--- src/video_pkg.sv ---
// video types; coord_t is 12 bits wide and modules use only the low x_width or y_width bits
package video_pkg;

  // per-channel color depth on the vga output
  localparam int color_width = 4;

  // horizontal and vertical counter values and pixel coordinates
  typedef logic [11:0] coord_t;

  // one pixel as it leaves the display
  typedef struct packed {
    logic [color_width-1:0] red;
    logic [color_width-1:0] grn;
    logic [color_width-1:0] blu;
  } rgb_t;

  // complete video output bundle
  // sync lines are active low
  typedef struct packed {
    logic hsync;
    logic vsync;
    rgb_t pixel;
  } video_t;

endpackage
--- src/video_timing.sv ---
// scan timing for a 2**x_width by 2**y_width visible area; counters start at the first active pixel
module video_timing #(
  parameter int x_width = 9,
  parameter int y_width = 8,
  parameter int h_front = 16,
  parameter int h_sync  = 96,
  parameter int h_back  = 48,
  parameter int v_front = 10,
  parameter int v_sync  = 2,
  parameter int v_back  = 33
) (
  input  logic                pixel_clk,
  input  logic                rst_n,
  output video_pkg::coord_t   scan_x,
  output video_pkg::coord_t   scan_y,
  output logic                scan_active,
  output logic                scan_hsync,
  output logic                scan_vsync
);

  localparam int h_active = 1 << x_width;
  localparam int v_active = 1 << y_width;
  localparam int h_total  = h_active + h_front + h_sync + h_back;
  localparam int v_total  = v_active + v_front + v_sync + v_back;

  // sync windows sit right after the front porch
  localparam video_pkg::coord_t h_sync_start = video_pkg::coord_t'(h_active + h_front);
  localparam video_pkg::coord_t h_sync_end   = video_pkg::coord_t'(h_active + h_front + h_sync);
  localparam video_pkg::coord_t v_sync_start = video_pkg::coord_t'(v_active + v_front);
  localparam video_pkg::coord_t v_sync_end   = video_pkg::coord_t'(v_active + v_front + v_sync);
  localparam video_pkg::coord_t h_last       = video_pkg::coord_t'(h_total - 1);
  localparam video_pkg::coord_t v_last       = video_pkg::coord_t'(v_total - 1);
  localparam video_pkg::coord_t h_end_active = video_pkg::coord_t'(h_active);
  localparam video_pkg::coord_t v_end_active = video_pkg::coord_t'(v_active);

  video_pkg::coord_t h_cnt;
  video_pkg::coord_t v_cnt;

  // horizontal counter wraps each line and steps the line counter
  always_ff @(posedge pixel_clk) begin
    if (!rst_n) begin
      h_cnt <= '0;
      v_cnt <= '0;
    end else if (h_cnt == h_last) begin
      h_cnt <= '0;
      if (v_cnt == v_last) begin
        v_cnt <= '0;
      end else begin
        v_cnt <= v_cnt + 1'b1;
      end
    end else begin
      h_cnt <= h_cnt + 1'b1;
    end
  end

  // decoded from the current count, so outputs trail the counters by one clock
  always_ff @(posedge pixel_clk) begin
    if (!rst_n) begin
      scan_x      <= '0;
      scan_y      <= '0;
      scan_active <= 1'b0;
      scan_hsync  <= 1'b1;
      scan_vsync  <= 1'b1;
    end else begin
      scan_x      <= h_cnt;
      scan_y      <= v_cnt;
      scan_active <= (h_cnt < h_end_active) && (v_cnt < v_end_active);
      scan_hsync  <= !((h_cnt >= h_sync_start) && (h_cnt < h_sync_end));
      // vsync covers whole lines
      scan_vsync  <= !((v_cnt >= v_sync_start) && (v_cnt < v_sync_end));
    end
  end

endmodule

--- config.mk ---
export PLATFORM = sky130hd
export DESIGN_NAME = video_timing
export DESIGN_NICKNAME = d
export VERILOG_FILES = /design/src/video_pkg.sv /design/src/video_timing.sv
export SDC_FILE = /design/constraint.sdc
export NUM_CORES = 1
export LEC_CHECK = 0
export BUFFER_PORTS_ARGS = -buffer_cell sky130_fd_sc_hd__buf_4
export CAP_MARGIN = 10
export CORE_UTILIZATION = 40
export CTS_CLUSTER_DIAMETER = 200
export DETAILED_ROUTE_END_ITERATION = 7
export PLACE_DENSITY = 0.71
export SYNTH_ARGS = -nofsm -noshare
export SYNTH_HDL_FRONTEND = slang
export SYNTH_SLANG_ARGS = --single-unit
--- constraint.sdc ---
create_clock -name pixel_clk -period 2.15 [get_ports pixel_clk]
set_clock_uncertainty 0.05 [all_clocks]
set_input_delay 0.1075 -clock pixel_clk [delete_from_list [all_inputs] [get_ports pixel_clk]]
set_output_delay 0.1075 -clock pixel_clk [all_outputs]
set_load 0.03 [all_outputs]
==> results.cfg <==
[place]
hpwl_um = 2450
port_buffers = 28
gp_congestion = 0.825

[clock_tree]
cts_sinks = 51
htreeDepth = 2
cts-root-buf = clkbuf_8
cts_tree = done
postCtsSetupBuffers = 0
cts_resized = 0
clk_latency_ns = 0.30
cts-buffers-inserted = 5
clkTransAtPathRegs_ns = 0.09
holdBufCountCts = 0
cts_buffer_depth = 2

[critical_path]
rr_endpoint = v_cnt[4]$_SDFFE_PN0N_
worstPathArrival_ns = 2.12
required_ns = 2.29
crit_slowest_cell = dfxtp_1
start_kind = flip-flop
r2r_cells = 5
path_cells = ha_1, and3_4, nand4_2, nand2b_1, o32ai_1
cp-end-kind = flip-flop
r2r_slack_ns = 0.18
max_stage_delay_ns = 0.41
reg2reg_from = h_cnt[0]$_SDFF_PP0_
critPathMaxFanout = 11
path_class = reg -> reg

[sta]
slew_violations = 0
max_freq_mhz = 507
finalSetupViolations = 0
hold_ws_ns = 0.124
worst_slew_pin_slew_ns = 0.322
hold_viol = 0
slew_headroom_pct = 78.3
period_share_pct = 91.8
finalSetupTns_ns = 0
fin_crit_ns = 1.97
rsz0062_at_grt = no

[pwr]
power_frac_seq_pct = 62.6
power_density_nw_per_um2 = 685
clkPwrFrac_pct = 33.6
switching_share_pct = 22.2
totalPowerFinal_mw = 1.55
switchingPower_mw = 0.344
p_leak_nw = 0.938
peakVddDrop_mv = 0.399
pwr-share-comb_pct = 3.8
p_int_mw = 1.21

[worst_hold_path]
hp-class = in -> reg
hold_end = scan_y[4]$_SDFF_PN0_
whs_path_depth = 3
min_from = rst_n

[routing]
drc = 9
ant_nets = 0
drt-pass1-iter-count = 6
vias = 1460
routed_wl_um = 3610
drt_iter0_markers = 76
avgViaCountPerCell = 5.07
detail_route.wl_per_cell_um = 12.5

[synthesis]
synth_cells = 199
synth_cell_type_count = 34
syn_area_um2 = 1890
yosysWarnings = 0
yosys_register_bits = 51
yosysSeqAreaShare_pct = 54.0
syn_area_per_cell_um2 = 9.51
syn_nets = 205

[die]
die_w_um = 70.8
start_util_pct = 42.6
dieArea_um2 = 5010
ios = 29
num_rows = 24
die_h_um = 70.8
core-area_um2 = 4440

[layout]
areaGrowthSynthToFinish_pct = 19.8
seq_area_um2 = 1020
fin_nets = 241
fillers = 427
antenna_cells = 0
multi_input_area_um2 = 796
layout-drive-gt1-share_pct = 17.8

[status]
violations = design-rule violations
status = finished, violations left

[global_route]
overflow = 0
gr-usage-met1_pct = 21.2
grt_max_degree = 27
grt-busiest-layer = met2
grt_pass1_wl_um = 6110
antenna_found_initial = 0
groute.layer.met3.usage_pct = 3.42
grt_use_total_pct = 15.8
grt_pass1_vias = 1338
met2_usage_pct = 22.8

[run]
drv_cap = 0
[metal layers]
metal | part of all wire [%] | wire length (um)
met1 | 47 | 1710
met2 | 44 | 1580
met3 | 6.4 | 230
met4 | 2.5 | 90
met5 | 0 | 0
[logic make-up (layout without fill, tap and decap cells)]
| logic type | count (synthesis) | count (layout) | synth area share [%] |
|---|---|---|---|
| and+or+nand+nor | 94 | 94 | 27.2 |
| adders and majority gates | 4 | 4 | 2.65 |
| muxes | 1 | 1 | 0.529 |
| DFF | 51 | 51 | 54.0 |
| xor gates and xnor gates | 10 | 10 | 4.63 |
| buffers and inverters | 18 | 55 | 3.97 |
| AOI/OAI and AO/OA | 21 | 21 | 7.01 |
[registers in the layout, summed over array words and instances, names as in the netlist]
name,flops
scan_y,12
scan_hsync,1
h_cnt,12
v_cnt,12
scan_vsync,1
scan_x,12
scan_active,1
[layout make-up]
type | instances | area share (%)
clock inverter | 1 | 0.221
clock buffer | 7 | 3.37
tap | 52 | 2.87
sequential | 51 | 45.0
timing repair buffer | 34 | 11.3
inverter | 13 | 2.15
multi-input combinational | 130 | 35.1
[critical path, delay by kind of cell (launching register included)]
kind	cells	cell delay, ns
AO/OA/AOI/OAI	1	0.36
AND/OR/NAND/NOR	3	0.81
flip-flops	1	0.41
adder cells (fa/ha/maj)	1	0.23
[worst max-delay path by stage]
stage / startpoint / end / slack [ns] / cells after the start
after floorplan: h_cnt[0]$_SDFF_PP0_ / v_cnt[7]$_SDFFE_PN0N_ / 0.39 / 6
after global placement: h_cnt[0]$_SDFF_PP0_ / v_cnt[10]$_SDFFE_PN0N_ / 0.31 / 5
after detailed placement: h_cnt[0]$_SDFF_PP0_ / v_cnt[4]$_SDFFE_PN0N_ / 0.20 / 5
after CTS: h_cnt[0]$_SDFF_PP0_ / v_cnt[4]$_SDFFE_PN0N_ / 0.18 / 5
after global routing: h_cnt[0]$_SDFF_PP0_ / v_cnt[9]$_SDFFE_PN0N_ / 0.03 / 5
final: h_cnt[0]$_SDFF_PP0_ / v_cnt[4]$_SDFFE_PN0N_ / 0.18 / 5
[power groups by stage]
stage                     Sequential, mW  Combinational [mW]  Clock (mW)
after detailed placement           0.994              0.0593           0
after floorplan                     1.00              0.0276           0
final                              0.972              0.0593       0.521
after global routing               0.975              0.0673       0.581
after CTS                          0.972              0.0600       0.542
after global placement             0.994              0.0587           0
[cell usage after synthesis]
library cell  count  area [um^2]
and4bb_1          1         12.5
mux2i_1           1         10.0
nor3_1            5         25.0
a21oi_1           8         40.0
inv_1            13         48.8
o22ai_1           1         6.26
xor2_1            2         17.5
clkbuf_1          4         15.0
o31ai_1           1         7.51
nor4_1            2         12.5
nor3b_1           1         7.51
o311a_1           1         10.0
nand3_1          12         60.1
o21ai_0           3         15.0
nand2_1          13         48.8
a31oi_1           3         18.8
xnor2_1           8         70.1
and3_1            3         18.8
or4_1             1         7.51
and2_1           14         87.6
nand4_1           5         31.3
dfxtp_1          51         1020
nand4_2           1         12.5
nand2b_1          5         31.3
o32ai_1           4         35.0
or3_1             3         18.8
and3_4            1         11.3
nand3b_1          2         15.0
buf_6             1         11.3
or4b_1            1         10.0
ha_1              4         50.1
and4_1            2         17.5
nor2_1           21         78.8
nor4b_1           1         8.76
[cell usage in the layout (no fill, tap or decap), drive strengths merged]
master,n
and4bb,1
buf,34
and3,4
nand2,13
o22ai,1
nor4b,1
o32ai,4
nor2,21
inv,13
mux2i,1
a21oi,8
o31ai,1
o311a,1
o21ai,3
clkinv,1
and4,2
nor4,2
nor3b,1
nor3,5
or3,3
xor2,2
clkbuf,7
nand3b,2
dfxtp,51
a31oi,3
nand3,12
or4,1
xnor2,8
and2,14
ha,4
nand4,6
or4b,1
nand2b,5
[through the flow]
stage | util [%] | instance area [um^2] | setup WS, ns | instances
final | 51.0 | 2270 | 0.176 | 288
after global routing | 51.0 | 2270 | 0.0349 | 288
after CTS | 51.0 | 2270 | 0.183 | 288
after detailed placement | 49.2 | 2190 | 0.200 | 280
after global placement | 49.2 | 2190 | 0.307 | 280
after floorplan | - | 1890 | 0.393 | 199
No activity file was read; power rests on OpenSTA's default activity.
