===== src/sample_pkg.sv =====
// sample and framebuffer types; the sram word carries an rgb_t in its low 12 bits, top bits zero
package sample_pkg;

  // one adc coordinate, full converter resolution
  typedef logic [9:0] adc_word_t;

  // word address into the external sram
  typedef logic [18:0] fb_addr_t;

  // one sram data word
  typedef logic [15:0] fb_word_t;

  // plot request handed from the sampler to the arbiter
  // must stay stable while plot_req is high
  typedef struct packed {
    fb_addr_t addr;
    fb_word_t word;
  } plot_req_t;

endpackage


===== src/video_pkg.sv =====
// video types; coord_t is 12 bits wide and modules use only the low x_width or y_width bits
package video_pkg;

  // per-channel color depth on the vga output
  localparam int color_width = 4;

  // horizontal and vertical counter values and pixel coordinates
  typedef logic [11:0] coord_t;

  // one pixel as it leaves the display
  typedef struct packed {
    logic [color_width-1:0] red;
    logic [color_width-1:0] grn;
    logic [color_width-1:0] blu;
  } rgb_t;

  // complete video output bundle
  // sync lines are active low
  typedef struct packed {
    logic hsync;
    logic vsync;
    rgb_t pixel;
  } video_t;

endpackage

===== src/sample_capture.sv =====
// single-clock sampler; one plot in flight at a time, strobes during a handshake are dropped
module sample_capture #(
  parameter int x_width = 9,
  parameter int y_width = 8
) (
  input  logic                   pixel_clk,
  input  logic                   rst_n,
  input  sample_pkg::adc_word_t  adc_x,
  input  sample_pkg::adc_word_t  adc_y,
  input  logic                   adc_red,
  input  logic                   adc_grn,
  input  logic                   adc_blu,
  input  logic                   adc_strobe,
  input  logic                   plot_ack,
  output sample_pkg::plot_req_t  plot,
  output logic                   plot_req,
  output logic [15:0]            drop_count
);

  localparam int adc_width = $bits(sample_pkg::adc_word_t);
  localparam int pad_width = $bits(sample_pkg::fb_word_t) - $bits(video_pkg::rgb_t);

  typedef enum logic [1:0] {
    cap_idle,
    cap_request,
    cap_release
  } cap_state_t;

  cap_state_t           state;
  logic                 accept;
  logic                 drop;
  video_pkg::rgb_t      color;
  logic [x_width-1:0]   pos_x;
  logic [y_width-1:0]   pos_y;

  // new request only once both req and ack are low
  assign accept = adc_strobe && (state != cap_request) && !plot_ack;
  assign drop   = adc_strobe && !accept;

  // scale by keeping the top bits of each coordinate
  assign pos_x = adc_x[adc_width-1 -: x_width];
  assign pos_y = adc_y[adc_width-1 -: y_width];

  // one color bit per channel, full or off
  assign color.red = {video_pkg::color_width{adc_red}};
  assign color.grn = {video_pkg::color_width{adc_grn}};
  assign color.blu = {video_pkg::color_width{adc_blu}};

  always_ff @(posedge pixel_clk) begin
    if (!rst_n) begin
      state <= cap_idle;
    end else if (accept) begin
      state <= cap_request;
    end else begin
      case (state)
        cap_request: if (plot_ack) state <= cap_release;
        cap_release: if (!plot_ack) state <= cap_idle;
        default:     state <= cap_idle;
      endcase
    end
  end

  assign plot_req = (state == cap_request);

  // payload held until the next accepted strobe
  always_ff @(posedge pixel_clk) begin
    if (accept) begin
      plot.addr <= sample_pkg::fb_addr_t'({pos_y, pos_x});
      plot.word <= {{pad_width{1'b0}}, color};
    end
  end

  // saturating count of lost strobes
  always_ff @(posedge pixel_clk) begin
    if (!rst_n) begin
      drop_count <= '0;
    end else if (drop && (drop_count != 16'hffff)) begin
      drop_count <= drop_count + 1'b1;
    end
  end

endmodule


===== config.mk =====
export PLATFORM = sky130hd
export DESIGN_NAME = sample_capture
export DESIGN_NICKNAME = d
export VERILOG_FILES = /design/src/sample_pkg.sv /design/src/video_pkg.sv /design/src/sample_capture.sv
export SDC_FILE = /design/constraint.sdc
export NUM_CORES = 1
export LEC_CHECK = 0
export CELL_PAD_IN_SITES_DETAIL_PLACEMENT = 2
export CELL_PAD_IN_SITES_GLOBAL_PLACEMENT = 2
export CORE_AREA = 5 5 79 81
export CTS_CLUSTER_SIZE = 12
export DETAILED_ROUTE_END_ITERATION = 6
export DIE_AREA = 0 0 84 86
export DONT_BUFFER_PORTS = 1
export PLACE_DENSITY_LB_ADDON = 0.25
export SETUP_SLACK_MARGIN = 0.3
export SLEW_MARGIN = 15
export SYNTH_ARGS = -nofsm -noshare
export SYNTH_HDL_FRONTEND = slang
export SYNTH_SLANG_ARGS = --single-unit

===== constraint.sdc =====
create_clock -name pixel_clk -period 3.1 [get_ports pixel_clk]
set_input_delay 0.155 -clock pixel_clk [delete_from_list [all_inputs] [get_ports pixel_clk]]
set_output_delay 0.155 -clock pixel_clk [all_outputs]
set_load 0.01 [all_outputs]

==> out/metrics.cfg, run 1 <==
[floorplan]
start_util_pct=31.1
dieArea_mm2=0.00722
die_height_um=86
fp.dieW_um=84
rows=27
pin_count=79
core_area_mm2=0.00541

[route]
remaining_drc_errors=0
wl_per_cell_um=19.6
drt_iter0_drc=41
vias=1221
viasPerCell=5.20
antenna_left=0
drt_first_pass_iters=4
drt-total-wl_um=4610

[logic_synthesis]
ys_types=39
syn_area_mm2=0.00168
yosys.area_share.simple_pct=15.6
synth_area_leader_cell=edfxtp_1
async_reset_ff_share_pct=0
synth_xor_area_share_pct=0.522
synth-seq-cells=38
synth_edf_count=20
muxShareOfSynthArea_pct=3.58
synth_top_family_by_area=simple AND/OR/NAND/NOR gates
postSynthAreaPerCell_um2=11.7
yosysWarnings=0
yosysTopAreaCellShare_pct=35.8
synth_ff_type=edfxtp_1
synthCells=143
synth_compound_area_share_pct=13.4
ys_top_cells_by_count=edfxtp_1 (20), dfxtp_1 (18), buf_4 (15)
synthAdderAreaFrac_pct=0.745
synth_area_leaders=edfxtp_1 (36%), dfxtp_1 (21%), buf_4 (6.7%), mux2i_1 (3.6%), nand2_1 (2.7%)
ys_seq_area_share_pct=57.2
yosysMostFrequentCell=edfxtp_1

[cells_and_area]
diodes=0
nets=190
area_growth_pct=21.3
drive_gt1_share_pct=9.82
final_util_pct=37.7

[cts]
clock-sinks=38
clk_pin_slew_ns=0.08
cts_setup_buffers=0
clk_path_buf_depth=2
clock_latency_ns=0.29
cts_buffers=5
post_cts_resized=0
tritoncts=done
root_buffer=clkbuf_8
htree_levels=2

[power]
peakVddDrop_v=0.000235
power.total_w=0.00111
pwr_density_cell_mw_per_mm2=547
p_leak_nw=0.691

[worst_setup_path]
cp.arrival_ns=2.10
cp.required_ns=3.29
crit_fanout=7
cp-end-kind=flip-flop
critPathKind=reg -> reg
worst_setup_path_start_kind=flip-flop
reg2reg_slack_ns=1.19

[global_routing]
grt.overflow.total=0
grt_pass1_wl_um=7440
track_usage_pct=12.9
antenna_found_initial=0
grt_pass1_vias=1363
grt_max_degree=21

[sta]
slew-limit-headroom_pct=63.2
drv_slew=0
worst-slew-pin-transition_ns=0.546
setup_tns_ns=0
final-setup-viol-count=0
finalCritPeriodShare_pct=61.5
rsz0062_at_grt=false
timing.fmax_mhz=525
clock_skew_ns=0.00784
hold_viol=0
layout_min_cycle_time_ns=1.91

[min_path]
hp-class=in -> reg

[placed_design]
dp_hpwl_um=3070
io_buffers=0
place_congestion=0.723

[run_status]
status=finished, final reports clean

[job]
max-cap-violations=0

layout by cell type, fill, tap and decap left out, types with 4 or more instances in the layout:
master and count:
a211oi_1 4, a21oi_1 6, clkbuf_8 5, conb_1 6, dfxtp_1 18, dlygate4sd3_1 22, edfxtp_1 20, inv_1 7
mux2i_1 6, nand2_1 12, nand3_1 5, nor3_1 4, nor4_1 4, o21ai_0 4
layout make-up:
class                      count  area [um2]
fill                         593        3370
sequential                    38         961
multi-input combinational     86         596
timing repair buffer          23         228
tap                           72        90.1
clock buffer                   5        68.8
clock inverter                 3        63.8
inverter                       8        30.0
worst max-delay path, stage by stage (launching register included):
cell and delay [ns]:
dfxtp_1 0.53, nand4_2 0.22, a211o_1 0.42, or4_1 0.50
o211a_1 0.14
where the power goes:
group	switching (W)	leakage [nW]	internal [W]
sequential	0.0000185	0.332	0.000546
combinational	0.0000264	0.294	0.0000263
clock	0.000179	0.0658	0.000318
total	0.000223	0.691	0.000891
logic make-up (layout without fill, tap and decap cells):
group           after synthesis  in the layout
compound gates               29             29
other cells                   1              6
flops                        38             38
simple gates                 43             43
mux                           6              6
fa+ha+maj                     1              1
buf+inv                      24             39
xor+xnor                      1              1
flip-flops by register name (all words and copies together) (netlist names):
register,flops
plot,20
drop_count,16
state,2
layer usage:
| layer | global-route usage (%) | wire length, um | vias up |
|---|---|---|---|
| met1 | 14.7 | 1880 | 609 |
| met2 | 23.6 | 2420 | 57 |
| li1 | - | - | 553 |
| met5 | 0 | 0 | - |
| met4 | 2.63 | 19 | 0 |
| met3 | 4.51 | 288 | 2 |
path summary, 6_finish.rpt:
kind | start | endpoint | cells after the start
setup / recovery | drop_count[5] | drop_count[15] | 4
hold / removal | rst_n | drop_count[11] | 2
setup reg to reg | drop_count[5] | drop_count[15] | 4
hold reg to reg | drop_count[1] | drop_count[1] | 2
repair_timing:
item	4_1_cts	5_1_grt
endpoints found under the setup margin	0	0
endpoints found under the hold margin	23	0
hold buffers	22	0
per-stage QoR:
stage          cells  hold WS, ns  cell area (um2)  setup WS [ns]
5_1_grt          235       0.0205             2040           1.01
3_3_place_gp     205        0.231             1680           1.26
4_1_cts          235      0.00326             2040           1.17
2_1_floorplan    148        0.228             1700          0.683
6_report         235      0.00994             2040           1.19
3_5_place_dp     205        0.234             1680           1.19
(Power assumes the default switching activity.)
==> run 2: changes to the inputs <==
==> constraint.sdc (replaced) <==
create_clock -name pixel_clk -period 1.6 [get_ports pixel_clk]
set_input_delay 0.08 -clock pixel_clk [delete_from_list [all_inputs] [get_ports pixel_clk]]
set_output_delay 0.08 -clock pixel_clk [all_outputs]
set_load 0.01 [all_outputs]
==> run 2 against run 1 <==
Count of clock-buffer cells in the layout unchanged. Total power up 69%. Highest routed layer unchanged. Setup slack worse by 1.2 ns. Core utilization up 11 points. Critical endpoint unchanged. Sequential share of layout area down 8.8 points. Clock skew down 0.0023 ns. Critical path depth unchanged. Largest cell class unchanged. Global-route usage up 0.24 points. Clock power up 29%. Worst hold slack better by 0.041 ns. Register-to-register slack worse by 1.2 ns. Non-clock buffer count up 37. Critical path type unchanged.
==> out/metrics.cfg, run 2 (same netlist as run 1, synthesis figures left out) <==
[run_status]
status=finished, final reports clean  ; unchanged

[global_routing]
top_usage_layer=met2  ; unchanged
grt_use_met3_pct=4.61  ; was 4.51%
grt.met1_usage_pct=14.3  ; was 14.7%
grt_pass1_wl_um=7670  ; was 7440 um
grt.overflow.total=0  ; unchanged
grt_max_degree=21  ; unchanged
met2_usage_pct=24.7  ; was 23.6%
grt_pass1_vias=1427  ; was 1363
antenna_found_initial=0  ; unchanged
track_usage_pct=13.2  ; was 12.9%

[route]
drt-total-wl_um=5580  ; was 4610 um
wl_per_cell_um=20.5  ; was 19.6 um
drt_iter0_drc=23  ; was 41
viasPerCell=4.95  ; was 5.20
drt_first_pass_iters=4  ; unchanged
antenna_left=0  ; unchanged
vias=1347  ; was 1221
remaining_drc_errors=0  ; unchanged

[min_path]
hold_path_end=drop_count[2]  ; was drop_count[11]
min_path_cells=2  ; unchanged
worstHoldStart=adc_strobe  ; was rst_n
hp-class=in -> reg  ; unchanged

[sta]
drv_slew=0  ; unchanged
final-setup-viol-count=0  ; unchanged
slew-limit-headroom_pct=62.7  ; was 63.2%
rsz0062_at_grt=true  ; was false
hold_viol=0  ; unchanged
worst-slew-pin-transition_ns=0.557  ; was 0.546 ns
setup_tns_ns=0  ; unchanged
layout_min_cycle_time_ns=1.56  ; was 1.91 ns
finalCritPeriodShare_pct=97.7  ; was 61.5%
timing.fmax_mhz=640  ; was 525 MHz
whs_ns=0.0509  ; was 0.00994 ns
clock_skew_ns=0.00549  ; was 0.00784 ns

[worst_setup_path]
path_cells=nand3_2 -> a211o_4 -> or4_1 -> o211a_1  ; was nand4_2 -> a211o_1 -> or4_1 -> o211a_1
reg2reg_slack_ns=0.04  ; was 1.19 ns
crit_fanout=6  ; was 7
cp.required_ns=1.78  ; was 3.29 ns
cp.arrival_ns=1.74  ; was 2.10 ns
critPathKind=reg -> reg  ; unchanged
reg2reg_depth=4  ; unchanged
timing.rr.end=drop_count[15]  ; unchanged
worst_setup_path_start_kind=flip-flop  ; unchanged
max_stage_delay_ns=0.42  ; was 0.53 ns
cp_slowest_cell=or4_1  ; was dfxtp_1
r2r-start=drop_count[0]  ; was drop_count[5]
cp-end-kind=flip-flop  ; unchanged

[cts]
htree_levels=2  ; unchanged
tritoncts=done  ; unchanged
root_buffer=clkbuf_8  ; unchanged
clock_latency_ns=0.28  ; was 0.29 ns
clock-sinks=38  ; unchanged
clk_path_buf_depth=2  ; unchanged
clk_pin_slew_ns=0.08  ; about the same
cts_buffers=5  ; unchanged

[floorplan]
fp.dieW_um=84  ; unchanged
start_util_pct=31.1  ; unchanged
rows=27  ; unchanged
die_height_um=86  ; unchanged
dieArea_mm2=0.00722  ; unchanged
pin_count=79  ; unchanged
core_area_mm2=0.00541  ; unchanged

[cells_and_area]
nets=227  ; was 190
top_register=plot  ; unchanged
reg_top3=plot (20), drop_count (16), state (2)  ; unchanged
layout_commonest_cell=buf_4  ; was dlygate4sd3_1
finalNonFillerCells=272  ; was 235
final_util_pct=48.5  ; was 37.7%
drive_gt1_share_pct=47.5  ; was 9.82%
final_cell_mix=buf_4 (27), dlygate4sd3_1 (22), edfxtp_1 (20)  ; was dlygate4sd3_1 (22), edfxtp_1 (20), dfxtp_1 (18), nand2_1 (12), inv_1 (7)
largest_reg_flops=20  ; unchanged
diodes=0  ; unchanged
area_growth_pct=56.2  ; was 21.3%

[placed_design]
dp_hpwl_um=3250  ; was 3070 um
place_congestion=0.750  ; was 0.723
dp_cells=219  ; was 205
io_buffers=0  ; unchanged

[power]
power_switching_w=0.000455  ; was 0.000223 W
combPwrFrac_pct=8.8  ; was 4.7%
sequentialPowerShare_pct=57.3  ; was 50.7%
switching_share_pct=24.1  ; was 20.0%
pwr_density_cell_mw_per_mm2=720  ; was 547 mW/mm2
p_leak_nw=0.933  ; was 0.691 nW
clkPwrFrac_pct=33.9  ; was 44.6%
power.total_w=0.00189  ; was 0.00111 W
peakVddDrop_v=0.000407  ; was 0.000235 V
power.internal_w=0.00143  ; was 0.000891 W

[job]
max-cap-violations=0  ; unchanged

[run 2: cell types whose count changed in the layout (fill, tap and decap cells not counted), moves of 3 or more]
cell      previous run  this run
a211oi_1             4         1
nand3_4              0         3
buf_6                0         7
dfxtp_1             18         0
a21oi_1              6         3
nor4_1               4         1
nand2_1             12         9
dfxtp_4              0         9
buf_4                1        27
nand3_1              5         1
dfxtp_2              0         9
[run 2: timing repair]
action,CTS,global route
pin swaps,11,20
resized for setup,19,24
hold buffers,22,0
endpoints found under the hold margin,29,0
setup endpoints to repair,16,35
setup buffers,7,13
cloned,0,3
[run 2: final cells by class]
| cell class | count | area [um2] |
|---|---|---|
| timing repair buffer | 60 | 587 |
| clock buffer | 5 | 68.8 |
| tap | 72 | 90.1 |
| inverter | 8 | 37.5 |
| fill | 547 | 2780 |
| multi-input combinational | 86 | 817 |
| clock inverter | 3 | 16.3 |
| sequential | 38 | 1010 |
[run 2: worst max path at each step]
stage                             start        endpoint  slack (ns)  depth (start not counted)
after floorplan                state[1]        plot[16]        0.09                          3
after global placement    drop_count[0]   drop_count[8]        0.06                          5
after detailed placement       state[0]  drop_count[15]        0.01                          4
after CTS                      state[1]  drop_count[15]        0.07                          4
after global routing      drop_count[0]  drop_count[14]       -0.07                          6
final                     drop_count[0]  drop_count[15]        0.04                          4
[run 2: per-stage QoR]
stage | worst slack, ns | instance area, um2
floorplan | 0.0936 | 1820
global route | -0.0729 | 2620
global placement | 0.0552 | 1920
CTS | 0.0697 | 2360
finish | 0.0369 | 2620
detailed placement | 0.0121 | 1920
[run 2: routing by layer]
layer,up-vias,share of wire (%)
li1,626,-
met1,671,39
met2,48,55
met3,2,5.5
met4,0,0.30
met5,-,0
[run 2: power groups by stage]
stage               logic (W)  clock network (W)  registers [W]
global placement    0.0000666                  0        0.00111
floorplan           0.0000775                  0        0.00110
CTS                  0.000127           0.000660        0.00108
detailed placement  0.0000709                  0        0.00111
global route         0.000180           0.000704        0.00109
finish               0.000166           0.000640        0.00108
[run 2: worst max-delay path: cells and delay by family (launching register included)]
| family | cells | cell delay, ns |
|---|---|---|
| AOI/OAI and AO/OA | 2 | 0.53 |
| DFF | 1 | 0.40 |
| and+or+nand+nor | 2 | 0.53 |
